===== config.mk =====
export PLATFORM = sky130hd
export DESIGN_NAME = event_router
export DESIGN_NICKNAME = d
export VERILOG_FILES = /design/src/hw/his_readout_pkg.sv /design/src/hw/tdc_event_pkg.sv /design/src/hw/event_router.sv
export VERILOG_INCLUDE_DIRS = /design/src /design/src/hw
export SDC_FILE = /design/constraint.sdc
export NUM_CORES = 1
export LEC_CHECK = 0
export ABC_AREA = 1
export ABC_CLOCK_PERIOD_IN_PS = 1400
export BUFFER_PORTS_ARGS = -buffer_cell sky130_fd_sc_hd__buf_2
export CAP_MARGIN = 20
export CORE_MARGIN = 2
export CORE_UTILIZATION = 49
export CTS_CLUSTER_DIAMETER = 30
export DETAILED_ROUTE_END_ITERATION = 16
export PLACE_DENSITY = 0.81
export SLEW_MARGIN = 30
export SYNTH_ARGS = -nofsm -noshare
export SYNTH_HDL_FRONTEND = slang
export SYNTH_SLANG_ARGS = --single-unit

===== constraint.sdc =====
create_clock -name clk -period 1.4 [get_ports clk]
set_input_delay 0 -clock clk [delete_from_list [all_inputs] [get_ports clk]]
set_output_delay 0 -clock clk [all_outputs]
set_load 0.03 [all_outputs]

===== src/hw/his_settings.svh =====
`ifndef HIS_SETTINGS_SVH
`define HIS_SETTINGS_SVH

// time bins in one pixel histogram
`define BIN_NB 16
`define BIN_W 4

// pixels served by one bank
`define PIXEL_PER_BANK 4
`define PIXEL_W 2

// bank count and bank index width
`define BANK_NUM 4
`define BANK_W 2

// markers per histogram frame
`define ACQ_NUM 3

// count width, saturates at all ones
`define COUNT_W 8
// marker sequence number width
`define SEQ_W 7

`endif

===== src/hw/his_readout_pkg.sv =====
`include "his_settings.svh"

package his_readout_pkg;

    // one entry inside a bank page
    // pixel on top so each pixel owns a block of bins
    typedef struct packed {
        logic [`PIXEL_W-1:0] pixel;
        logic [`BIN_W-1:0]   bin;
    } bin_addr_t;

    // histogram count
    typedef logic [`COUNT_W-1:0] count_t;

    // saturation ceiling
    localparam count_t COUNT_MAX = '1;

endpackage


===== src/hw/tdc_event_pkg.sv =====
`include "his_settings.svh"

package tdc_event_pkg;

    // incoming event word width
    localparam int EV_W = 16;

    // top bit selects how the rest is read
    localparam logic EV_TAG_PHOTON = 1'b0;
    localparam logic EV_TAG_MARKER = 1'b1;

    // photon hit view
    typedef struct packed {
        logic                                       tag;
        logic [`BANK_W-1:0]                         bank;
        logic [`PIXEL_W-1:0]                        pixel;
        logic [`BIN_W-1:0]                          bin;
        logic [EV_W-2-`BANK_W-`PIXEL_W-`BIN_W:0]    spare;
    } photon_view_t;

    // acquisition marker view
    typedef struct packed {
        logic                       tag;
        logic [`SEQ_W-1:0]          seq;
        logic [EV_W-2-`SEQ_W:0]     spare;
    } marker_view_t;

    // same 16 bits decoded either way
    typedef union packed {
        photon_view_t photon;
        marker_view_t marker;
    } event_word_u;

endpackage


===== src/hw/event_router.sv =====
`timescale 1ns/1ps

`include "his_settings.svh"

module event_router
    import tdc_event_pkg::*;
    import his_readout_pkg::*;
(
    input  logic                 clk,
    input  logic                 combin_res,
    input  logic                 ev_strobe,
    input  event_word_u          ev_word,
    output logic [`BANK_NUM-1:0] hit_en,
    output bin_addr_t            hit_addr,
    output logic                 page_swap,
    output logic                 seq_error
);

    localparam int ACQ_W = $clog2(`ACQ_NUM + 1);

    logic              is_photon;
    logic              is_marker;
    logic              frame_end;
    logic [ACQ_W-1:0]  acq_cnt;
    logic [`SEQ_W-1:0] last_seq;
    logic [`SEQ_W-1:0] exp_seq;
    // no marker seen yet since reset
    logic              seq_seen;

    // tag is the shared msb so either view gives it
    assign is_photon = ev_strobe && (ev_word.photon.tag == EV_TAG_PHOTON);
    assign is_marker = ev_strobe && (ev_word.marker.tag == EV_TAG_MARKER);

    // next expected sequence, wraps naturally
    assign exp_seq   = last_seq + 1'b1;
    assign frame_end = (acq_cnt == ACQ_W'(`ACQ_NUM - 1));

    // one-hot bank strobe for photons
    always_ff @(posedge clk or negedge combin_res) begin
        if (!combin_res) begin
            hit_en <= '0;
        end else begin
            hit_en <= '0;
            if (is_photon) begin
                hit_en[ev_word.photon.bank] <= 1'b1;
            end
        end
    end

    // address shared by all banks
    always_ff @(posedge clk) begin
        if (is_photon) begin
            hit_addr.pixel <= ev_word.photon.pixel;
            hit_addr.bin   <= ev_word.photon.bin;
        end
    end

    // acquisition count and sequence tracking
    always_ff @(posedge clk or negedge combin_res) begin
        if (!combin_res) begin
            acq_cnt   <= '0;
            page_swap <= 1'b0;
            seq_error <= 1'b0;
            last_seq  <= '0;
            seq_seen  <= 1'b0;
        end else begin
            page_swap <= 1'b0;
            seq_error <= 1'b0;
            if (is_marker) begin
                if (frame_end) begin
                    // last marker of frame
                    acq_cnt   <= '0;
                    page_swap <= 1'b1;
                end else begin
                    acq_cnt <= acq_cnt + 1'b1;
                end
                // first marker after reset always accepted
                seq_error <= seq_seen && (ev_word.marker.seq != exp_seq);
                last_seq  <= ev_word.marker.seq;
                seq_seen  <= 1'b1;
            end
        end
    end

    a_hit_onehot: assert property (@(posedge clk) disable iff (!combin_res)
        $onehot0(hit_en))
        else $error("event_router strobed more than one bank");

endmodule


==> summary.md <==
| Metric | Value |
|---|---|
| WL final | 2020 um |
| Worst Setup Start Kind | flip-flop |
| Cells after synthesis | 121 |
| Pwr Density | 1198 nW/um^2 |
| WHS | 110.4 ps |
| Tmin final | 1328 ps |
| Post-DP HPWL | 1409 um |
| Final setup vio count | 0 |
| Vias in the first global route | 871 |
| Final Hold Fails | 0 |
| Reg clk slew, reported paths | 130 ps |
| Worst path required time | 1630 ps |
| Congestion Overflow GR | 0 |
| Area delta synth->final | 32.21% |
| Max Root-Sink Buffers | 2 |
| Combinational power share | 0.208 |
| Fin crit share | 0.9482 |
| Outcome | complete, no violations |
| Clk_lat worst skew | 320 ps |
| Worst-path maximum fanout | 2 |
| Avg WL per Cell | 10.74 um |
| Fillers | 163 |
| Switching power total | 440.6 uW |
| Starting Density | 0.5180 |
| Share of layout cells above drive strength 1 | 0.2112 |
| Final ANT Viol Nets | 0 |
| Setup TNS | 0 ps |
| Max Cap Viol | 0 |
| CTS Buf Count | 3 |
| Main combinational cell family by area after synthesis | simple AND/OR/NAND/NOR gates |
| Simple-gate share of the synthesized area | 0.2786 |
| Final core occ | 0.6849 |
| Max transition margin | 0.7563 |
| Floorplan row count | 16 |
| Clock power share | 0.308 |
| Total GRT Usage | 0.1848 |
| Routed vias | 889 |
| Worst hold path class | input port to asynchronous set/reset pin |
| CP arrival | 1560 ps |
| CTS H-tree depth | 1 |
| Slew @ Worst Pin | 365.5 ps |
| Initial drt markers | 15 |
| Adder-Cell Fraction of Synth Area | 0.01244 |
| Seq/Total Area, Yosys | 0.5771 |
| Syn Area/Cell | 8.314 um^2 |
| Critical path endpoint category | flip-flop |
| Root buf cell | clkbuf_4 |
| Die Wd | 49.31 um |
| Sinks on Clock Net | 22 |
| Mapped Area | 1006 um^2 |
| Drt pass-1 iters | 4 |
| Sequential share of power | 0.485 |
| Synth unique cells | 17 |
| Mapped Nets | 141 |
| DRC | 0 |
| Port Buffers | 23 |
| Crit Path Category | flip-flop to flip-flop |
| Die Y-Extent | 49.31 um |
| Die area | 2431 um^2 |
| Largest net degree at the start of global routing | 17 |
| VDD IR max | 0.9515 mV |
| Final slew viol count | 0 |
| Gpl congestion | 0.8050 |
| Compound-Gate Fraction of Synth Area | 0.03483 |
| Cell Int Power | 1.153 mW |
| Final Net Count | 182 |
| I/O pin cnt | 31 |
| Lkg Pwr | 0.7209 nW |
| Core ar. | 1942 um^2 |
| Clock skew | 9.258 ps |
| F_max | 0.7533 GHz |
| Mux cell area share after synthesis | 0 |
| Synth Warn # | 0 |
| Post-Synth XOR/XNOR Area | 0.01741 |
| #FFs+latches synth | 22 |
| PostCTS Resize Cnt | 0 |
| N_diodes | 0 |
| First-pass GRT wire length | 3470 um |
| Via/cell ratio | 4.729 |
| Initial antenna violation count | 0 |
| Switching Share | 0.2765 |
| TritonCTS clock tree | yes |
-- power groups by stage --
| stage | Sequential (mW) | Combinational [mW] | Clock (mW) |
|---|---|---|---|
| 2_1_floorplan | 0.825 | 0.160 | 0 |
| 3_3_place_gp | 0.784 | 0.281 | 0 |
| 3_5_place_dp | 0.787 | 0.296 | 0 |
| 4_1_cts | 0.774 | 0.317 | 0.497 |
| 5_1_grt | 0.782 | 0.374 | 0.518 |
| 6_report | 0.772 | 0.331 | 0.490 |
-- cell usage after synthesis --
library cell / instances / area, um^2
a21oi_1: 1 / 5.000
buf_2: 1 / 5.000
dfrtp_1: 16 / 400.4
edfxtp_1: 6 / 180.2
ha_1: 1 / 12.51
inv_1: 20 / 75.07
nand2_1: 43 / 161.4
nand3_1: 8 / 40.04
nor2_1: 9 / 33.78
nor2_2: 1 / 6.260
nor3_1: 5 / 25.02
nor3b_1: 1 / 7.510
o21ai_0: 5 / 25.02
o21ai_1: 1 / 5.000
or2_2: 1 / 6.260
xnor2_1: 1 / 8.760
xor2_1: 1 / 8.760
-- state kept, by name, indices dropped and copies added, names as in the netlist --
signal and count:
seq_seen 1, hit_en 4, page_swap 1, last_seq 7, acq_cnt 2, hit_addr 6
seq_error 1
-- routing by layer --
metal,up-vias,share of wire,track usage
li1,452,-,-
met1,402,0.44,0.2231
met2,28,0.50,0.3288
met3,7,0.044,0.01840
met4,0,0.021,0.08571
met5,-,0,0
-- cell usage in the layout, fill, tap and decap left out, drive strengths merged --
cell	n
a21oi	1
buf	28
bufinv	1
clkbuf	3
dfrtp	16
dlygate4sd3	9
edfxtp	6
ha	1
inv	20
nand2	43
nand3	8
nor2	10
nor3	5
nor3b	1
o21ai	6
or2	1
xnor2	1
xor2	1
-- area by class of cell --
class	instances	area [um^2]	share of cell area
repair buffers	37	242.7	0.1825
flip-flops and latches	22	580.6	0.4365
well taps	27	33.78	0.02540
multi-input cells	78	345.3	0.2596
inverters	20	75.07	0.05644
clock inverters	1	30.03	0.02258
clock buffers	3	22.52	0.01693
-- worst paths after layout --
check                                         from                      end  slack [ps]  cells after the start
hold / removal                          combin_res  last_seq[2]$_DFFE_PN0P_         110                      2
min in group clk                       ev_word[15]      page_swap$_DFF_PN0_         130                      3
setup reg to reg           last_seq[0]$_DFFE_PN0P_      seq_error$_DFF_PN0_          70                      6
max in group asynchronous               combin_res  last_seq[3]$_DFFE_PN0P_        1020                      2
hold reg to reg             acq_cnt[0]$_DFFE_PN0P_      page_swap$_DFF_PN0_         470                      1
setup / recovery           last_seq[0]$_DFFE_PN0P_      seq_error$_DFF_PN0_          70                      6
-- per-stage QoR --
| stage | cell area (um^2) | worst slack, ps | power [mW] | std cells |
|---|---|---|---|---|
| 3_3_place_gp | 1172 | 103.4 | 1.065 | 173 |
| 2_1_floorplan | 1006 | 146.4 | 0.9851 | 121 |
| 3_5_place_dp | 1172 | 65.82 | 1.083 | 173 |
| 6_report | 1330 | 72.46 | 1.594 | 188 |
| 5_1_grt | 1330 | -11.47 | 1.674 | 188 |
| 4_1_cts | 1315 | 44.89 | 1.587 | 186 |
-- kinds of logic (layout without fill, tap and decap cells) --
kind of cell               count (synthesis)  after routing
AOI/OAI and AO/OA                          7              7
adders and majority gates                  1              1
and+or+nand+nor                           68             68
buffers and inverters                     21             61
xor gates and xnor gates                   2              2
DFF                                       22             22
-- repair_timing --
item,4_1_cts,5_1_grt
hold endpoints to repair,31,0
endpoints found under the setup margin,0,1
hold buffers,9,0
buffers inserted,0,2
-- worst max-delay path: stages (launching register included) --
cell and delay, ps:
dfrtp_1 410, ha_1 310, xor2_1 170, nor2_1 100
nand3_1 100, nor2_1 120, nor2_1 40
(Power assumes the default switching activity.)
