## src/hw/his_settings.svh

```systemverilog
`ifndef HIS_SETTINGS_SVH
`define HIS_SETTINGS_SVH

// time bins in one pixel histogram
`define BIN_NB 16
`define BIN_W 4

// pixels served by one bank
`define PIXEL_PER_BANK 4
`define PIXEL_W 2

// bank count and bank index width
`define BANK_NUM 4
`define BANK_W 2

// markers per histogram frame
`define ACQ_NUM 3

// count width, saturates at all ones
`define COUNT_W 8
// marker sequence number width
`define SEQ_W 7

`endif
```

## src/hw/his_readout_pkg.sv

```systemverilog
`include "his_settings.svh"

package his_readout_pkg;

    // one entry inside a bank page
    // pixel on top so each pixel owns a block of bins
    typedef struct packed {
        logic [`PIXEL_W-1:0] pixel;
        logic [`BIN_W-1:0]   bin;
    } bin_addr_t;

    // histogram count
    typedef logic [`COUNT_W-1:0] count_t;

    // saturation ceiling
    localparam count_t COUNT_MAX = '1;

endpackage

```

## src/hw/his_drain.sv

```systemverilog
`timescale 1ns/1ps

`include "his_settings.svh"

module his_drain
    import his_readout_pkg::*;
(
    input  logic                clk,
    input  logic                combin_res,
    input  logic                page_swap,
    input  count_t              bank_count [`BANK_NUM],
    output bin_addr_t           rd_addr,
    output logic                rd_valid,
    output logic [`BANK_W-1:0]  rd_bank,
    output logic [`PIXEL_W-1:0] rd_pixel,
    output logic [`BIN_W-1:0]   rd_bin,
    output count_t              rd_count,
    output logic                peak_valid,
    output logic [`BANK_W-1:0]  peak_bank,
    output logic [`PIXEL_W-1:0] peak_pixel,
    output logic [`BIN_W-1:0]   peak_bin,
    output count_t              peak_count,
    output logic                frame_done
);

    localparam logic [`BANK_W-1:0]  LAST_BANK  = `BANK_W'(`BANK_NUM - 1);
    localparam logic [`PIXEL_W-1:0] LAST_PIXEL = `PIXEL_W'(`PIXEL_PER_BANK - 1);
    localparam logic [`BIN_W-1:0]   LAST_BIN   = `BIN_W'(`BIN_NB - 1);

    // walker state
    logic                busy;
    logic                wk_last;
    logic [`BANK_W-1:0]  wk_bank;
    logic [`PIXEL_W-1:0] wk_pixel;
    logic [`BIN_W-1:0]   wk_bin;

    // stage 0 is address out, stage 1 is bank read
    logic                v0;
    logic                v1;
    logic [`BANK_W-1:0]  t0_bank;
    logic [`BANK_W-1:0]  t1_bank;
    logic [`PIXEL_W-1:0] t0_pixel;
    logic [`PIXEL_W-1:0] t1_pixel;
    logic [`BIN_W-1:0]   t0_bin;
    logic [`BIN_W-1:0]   t1_bin;

    // running peak of the current pixel
    count_t              max_count;
    logic [`BIN_W-1:0]   max_bin;
    count_t              sel_count;
    logic                take_new;

    assign wk_last = (wk_bank == LAST_BANK) && (wk_pixel == LAST_PIXEL) && (wk_bin == LAST_BIN);

    // returning count picked by bank tag
    assign sel_count = bank_count[t1_bank];
    // strictly greater so ties keep the lower bin
    assign take_new  = (t1_bin == '0) || (sel_count > max_count);

    always_ff @(posedge clk or negedge combin_res) begin
        if (!combin_res) begin
            busy     <= 1'b0;
            wk_bank  <= '0;
            wk_pixel <= '0;
            wk_bin   <= '0;
            v0       <= 1'b0;
            v1       <= 1'b0;
        end else begin
            v0 <= busy;
            v1 <= v0;
            if (page_swap) begin
                busy <= 1'b1;
            end else if (busy) begin
                // bin fastest, then pixel, then bank
                wk_bin <= (wk_bin == LAST_BIN) ? '0 : wk_bin + 1'b1;
                if (wk_bin == LAST_BIN) begin
                    wk_pixel <= (wk_pixel == LAST_PIXEL) ? '0 : wk_pixel + 1'b1;
                    if (wk_pixel == LAST_PIXEL) begin
                        wk_bank <= (wk_bank == LAST_BANK) ? '0 : wk_bank + 1'b1;
                    end
                end
                if (wk_last) begin
                    busy <= 1'b0;
                end
            end
        end
    end

    // address issue and tag pipeline
    always_ff @(posedge clk) begin
        if (busy) begin
            rd_addr.pixel <= wk_pixel;
            rd_addr.bin   <= wk_bin;
            t0_bank       <= wk_bank;
            t0_pixel      <= wk_pixel;
            t0_bin        <= wk_bin;
        end
        t1_bank  <= t0_bank;
        t1_pixel <= t0_pixel;
        t1_bin   <= t0_bin;
    end

    always_ff @(posedge clk or negedge combin_res) begin
        if (!combin_res) begin
            rd_valid   <= 1'b0;
            peak_valid <= 1'b0;
            frame_done <= 1'b0;
        end else begin
            rd_valid   <= v1;
            peak_valid <= v1 && (t1_bin == LAST_BIN);
            // one cycle after the very last count
            frame_done <= rd_valid && (rd_bank == LAST_BANK) &&
                          (rd_pixel == LAST_PIXEL) && (rd_bin == LAST_BIN);
        end
    end

    // result stage with peak tracking
    always_ff @(posedge clk) begin
        if (v1) begin
            rd_bank  <= t1_bank;
            rd_pixel <= t1_pixel;
            rd_bin   <= t1_bin;
            rd_count <= sel_count;
            if (take_new) begin
                max_count <= sel_count;
                max_bin   <= t1_bin;
            end
            if (t1_bin == LAST_BIN) begin
                peak_bank  <= t1_bank;
                peak_pixel <= t1_pixel;
                peak_bin   <= take_new ? t1_bin : max_bin;
                peak_count <= take_new ? sel_count : max_count;
            end
        end
    end

    // a swap mid walk would flip pages under the reads in flight
    a_no_swap_busy: assert property (@(posedge clk) disable iff (!combin_res)
        page_swap |-> !(busy || v0 || v1))
        else $error("his_drain got a page swap while a walk was running");

endmodule

```

## config.mk

```make
export PLATFORM = sky130hd
export DESIGN_NAME = his_drain
export DESIGN_NICKNAME = d
export VERILOG_FILES = /design/src/hw/his_readout_pkg.sv /design/src/hw/his_drain.sv
export VERILOG_INCLUDE_DIRS = /design/src /design/src/hw
export SDC_FILE = /design/constraint.sdc
export NUM_CORES = 1
export LEC_CHECK = 0
export BUFFER_PORTS_ARGS = -buffer_cell sky130_fd_sc_hd__buf_2
export CAP_MARGIN = 20
export CELL_PAD_IN_SITES_DETAIL_PLACEMENT = 1
export CELL_PAD_IN_SITES_GLOBAL_PLACEMENT = 2
export CORE_MARGIN = 2
export CORE_UTILIZATION = 33
export CTS_CLUSTER_DIAMETER = 80
export DETAILED_ROUTE_END_ITERATION = 16
export GPL_TIMING_DRIVEN = 0
export PLACE_DENSITY = 0.79
export RECOVER_POWER = 25
export SYNTH_ARGS = -nofsm -noshare
export SYNTH_HDL_FRONTEND = slang
export SYNTH_SLANG_ARGS = --single-unit
```

## constraint.sdc

```tcl
create_clock -name clk -period 2.8 [get_ports clk]
set_input_delay 0.28 -clock clk [delete_from_list [all_inputs] [get_ports clk]]
set_output_delay 0.28 -clock clk [all_outputs]
set_load 0.05 [all_outputs]
```

==> reports/metrics.yaml <==
status: "complete, no violations"
synth-edff-count: 52
layout_worst_path_cycle_share_pct: 97.4
pre_cts_slack_ps: -320
yosys-top-cells-area: "edfxtp_1 54%, dfrtp_1 12%, mux4_2 6.2%, dfxtp_1 5.6%, mux2_2 5.1%"
clockBufferDepth: 2
drt-pass1-iter-count: 4
worstPathMaxFanout: 8
clkTransAtPathRegs_ps: 80
r2r_slack_ps: 70
routedWlPerCell_um: 15.9
rr_worst_depth: 9
cts_htree_levels: 3
end_kind: "flip-flop"
design.die.area_um2: 9510
path_cells: "buf_8, mux4_2, ha_4, nand2_1, o21ai_2, and4b_4, a21oi_4, buf_12, mux2_2"
setup_tns_ps: 0
synthDominantCellAreaShare_pct: 54.1
worstPathArrival_ps: 2810
yosysWarnings: 0
grt_start_max_net_pins: 19
pin_count: 76
gp_congestion: 0.792
drc: 0
drv_cap: 0
power_frac_comb_pct: 36.2
postPlaceCellArea_um2: 3440
period_minus_slack_ps: 2730
dp.final_hpwl_um: 4360
yosysTopAreaCell: "edfxtp_1"
hold_viol: 0
drive_gt1_share_pct: 50.0
r2r_start: "t1_bank[0]$_DFF_P_"
routed_wl_um: 5990
cts.sinks: 74
diodes: 0
fin_area_um2: 3810
critPathLaunchType: "flip-flop"
worst_ir_drop_vdd_v: 0.000498
grt_usage_pct: 12.7
r2r-end: "max_count[4]$_DFFE_PP_"
netSwitchingPower_mw: 1.50
fin_skew_ps: 8.33
hp-class: "input port to flip-flop"
cts_buffers: 9
start_util_pct: 33.6
slew_viol_final: 0
cp_slowest_cell: "mux4_2"
ys_types: 27
antenna_found_initial: 0
synth_nets: 214
relSlewSlack_pct: 47.0
clk_latency_ps: 340
core_um2: 8590
required_ps: 2880
first_global_vias: 1802
finalSetupViolations: 0
grt_pass1_wl_um: 9320
p_int_mw: 2.60
avgViaCountPerCell: 4.65
die_w_um: 97.5
hold_depth: 2
synth.top_cells.by_count: "52 x edfxtp_1, 14 x dfrtp_1, 13 x mux2_2"
cpPeakStageDelay_ps: 560
finalWorstSetupSlack_ps: 72.6
synthFlopType: "edfxtp_1"
grt.overflow.total: 0
netlist_area_um2: 2890
cp-endpoint: "max_count[4]$_DFFE_PP_"
p_per_area_nw_per_um2: 1080
die_h_um: 97.5
async_flop_share_pct: 18.9
root_buffer: "clkbuf_8"
fmax_ghz: 0.367
numPortBuffers: 75
rows: 34
area_growth_pct: 32.0
drt_iter0_drc: 57
synth_area_per_cell_um2: 17.2
synth.ff_latch_count: 74
synth_most_common_cell: "edfxtp_1"
worst_pin_slew_ps: 796
seq_power_share_pct: 43.6
utilization_pct: 44.3
p_leak_nw: 1.62
tritoncts: "yes"
crit_start: "t1_bank[0]$_DFF_P_"
switching_share_pct: 36.7
clockPowerShare_pct: 20.2
synthCells: 168
crit_type: "flip-flop to flip-flop"
num_vias: 1758
seq_area_frac_synth_pct: 71.8
fin_nets: 311
ant_nets: 0
-- flip-flops by register name (all words and copies together) (netlist names), 4 cells and up --
| name | cells |
|---|---|
| max_bin | 4 |
| peak_count | 8 |
| t1_bin | 4 |
| rd_count | 8 |
| peak_bin | 4 |
| wk_bin | 4 |
| rd_bin | 4 |
| t0_bin | 4 |
| max_count | 8 |
-- worst max-delay path: cells and delay by family (launching register included) --
kind / cells / cell delay, ps
multiplexers: 2 / 910
flip-flops: 1 / 350
buffers and inverters: 2 / 290
AND/OR/NAND/NOR: 2 / 300
AO/OA/AOI/OAI: 2 / 340
adder cells (fa/ha/maj): 1 / 300
-- kinds of logic after synthesis --
logic type | after synthesis | share of synthesized area, %
compound gates | 12 | 2.69
flops | 74 | 71.8
fa+ha+maj | 11 | 4.77
xor+xnor | 2 | 0.607
mux | 26 | 13.1
simple gates | 29 | 5.20
buf+inv | 14 | 1.86
-- layer usage --
metal / part of all wire [%] / wire [µm] / GRT usage (%)
met1: 42 / 2510 / 15.8
met2: 51 / 3050 / 20.6
met3: 5.7 / 339 / 3.67
met4: 1.6 / 95 / 5.34
met5: 0 / 0 / 0
-- layout by cell type, fill, tap and decap left out, types with 6 or more instances in the layout --
cell,Yosys,routed
buf_2,1,74
edfxtp_1,52,52
clkbuf_8,0,9
dfxtp_1,8,6
inv_1,12,12
dfrtp_1,14,14
buf_4,0,6
ha_1,11,7
mux4_2,8,8
nand2_1,11,11
mux2_2,13,12
-- area by class of cell --
cell class / count / area (µm²)
fillers: 869 / 4780
flip-flops and latches: 74 / 2070
clock inverters: 7 / 78.8
repair buffers: 87 / 510
plain buffers: 1 / 15.0
multi-input cells: 80 / 826
clock buffers: 9 / 124
inverters: 12 / 45.0
well taps: 108 / 135
-- power by group through the flow --
stage | clock [mW] | combinational, mW | sequential [mW]
after detailed placement | 0 | 1.33 | 1.81
after global placement | 0 | 1.29 | 1.79
after global routing | 0.894 | 1.61 | 1.84
after floorplan | 0 | 0.587 | 2.19
final | 0.828 | 1.48 | 1.79
after CTS | 0.852 | 1.41 | 1.79
-- per-stage QoR --
step                hold slack [ps]  cells  power, mW
floorplan                     -15.6    168       2.78
global route                    142    378       4.34
CTS                             130    371       4.05
detailed placement              200    353       3.14
finish                          145    378       4.10
global placement                200    351       3.08
-- worst min path at each step --
stage	start	end
final	page_swap	busy$_DFF_PN0_
after global routing	page_swap	busy$_DFF_PN0_
after CTS	page_swap	busy$_DFF_PN0_
after detailed placement	combin_res	wk_pixel[1]$_DFFE_PN0P_
after global placement	combin_res	wk_pixel[1]$_DFFE_PN0P_
after floorplan	combin_res	busy$_DFF_PN0_
-- repair_timing --
item                       CTS  global route
hold endpoints to repair    14             0
pin swaps                    1             4
hold buffers                 1             0
setup endpoints to repair   24            24
gates resized for setup      4             9
buffers inserted             2             7
Power figures use the tool's default switching activity.
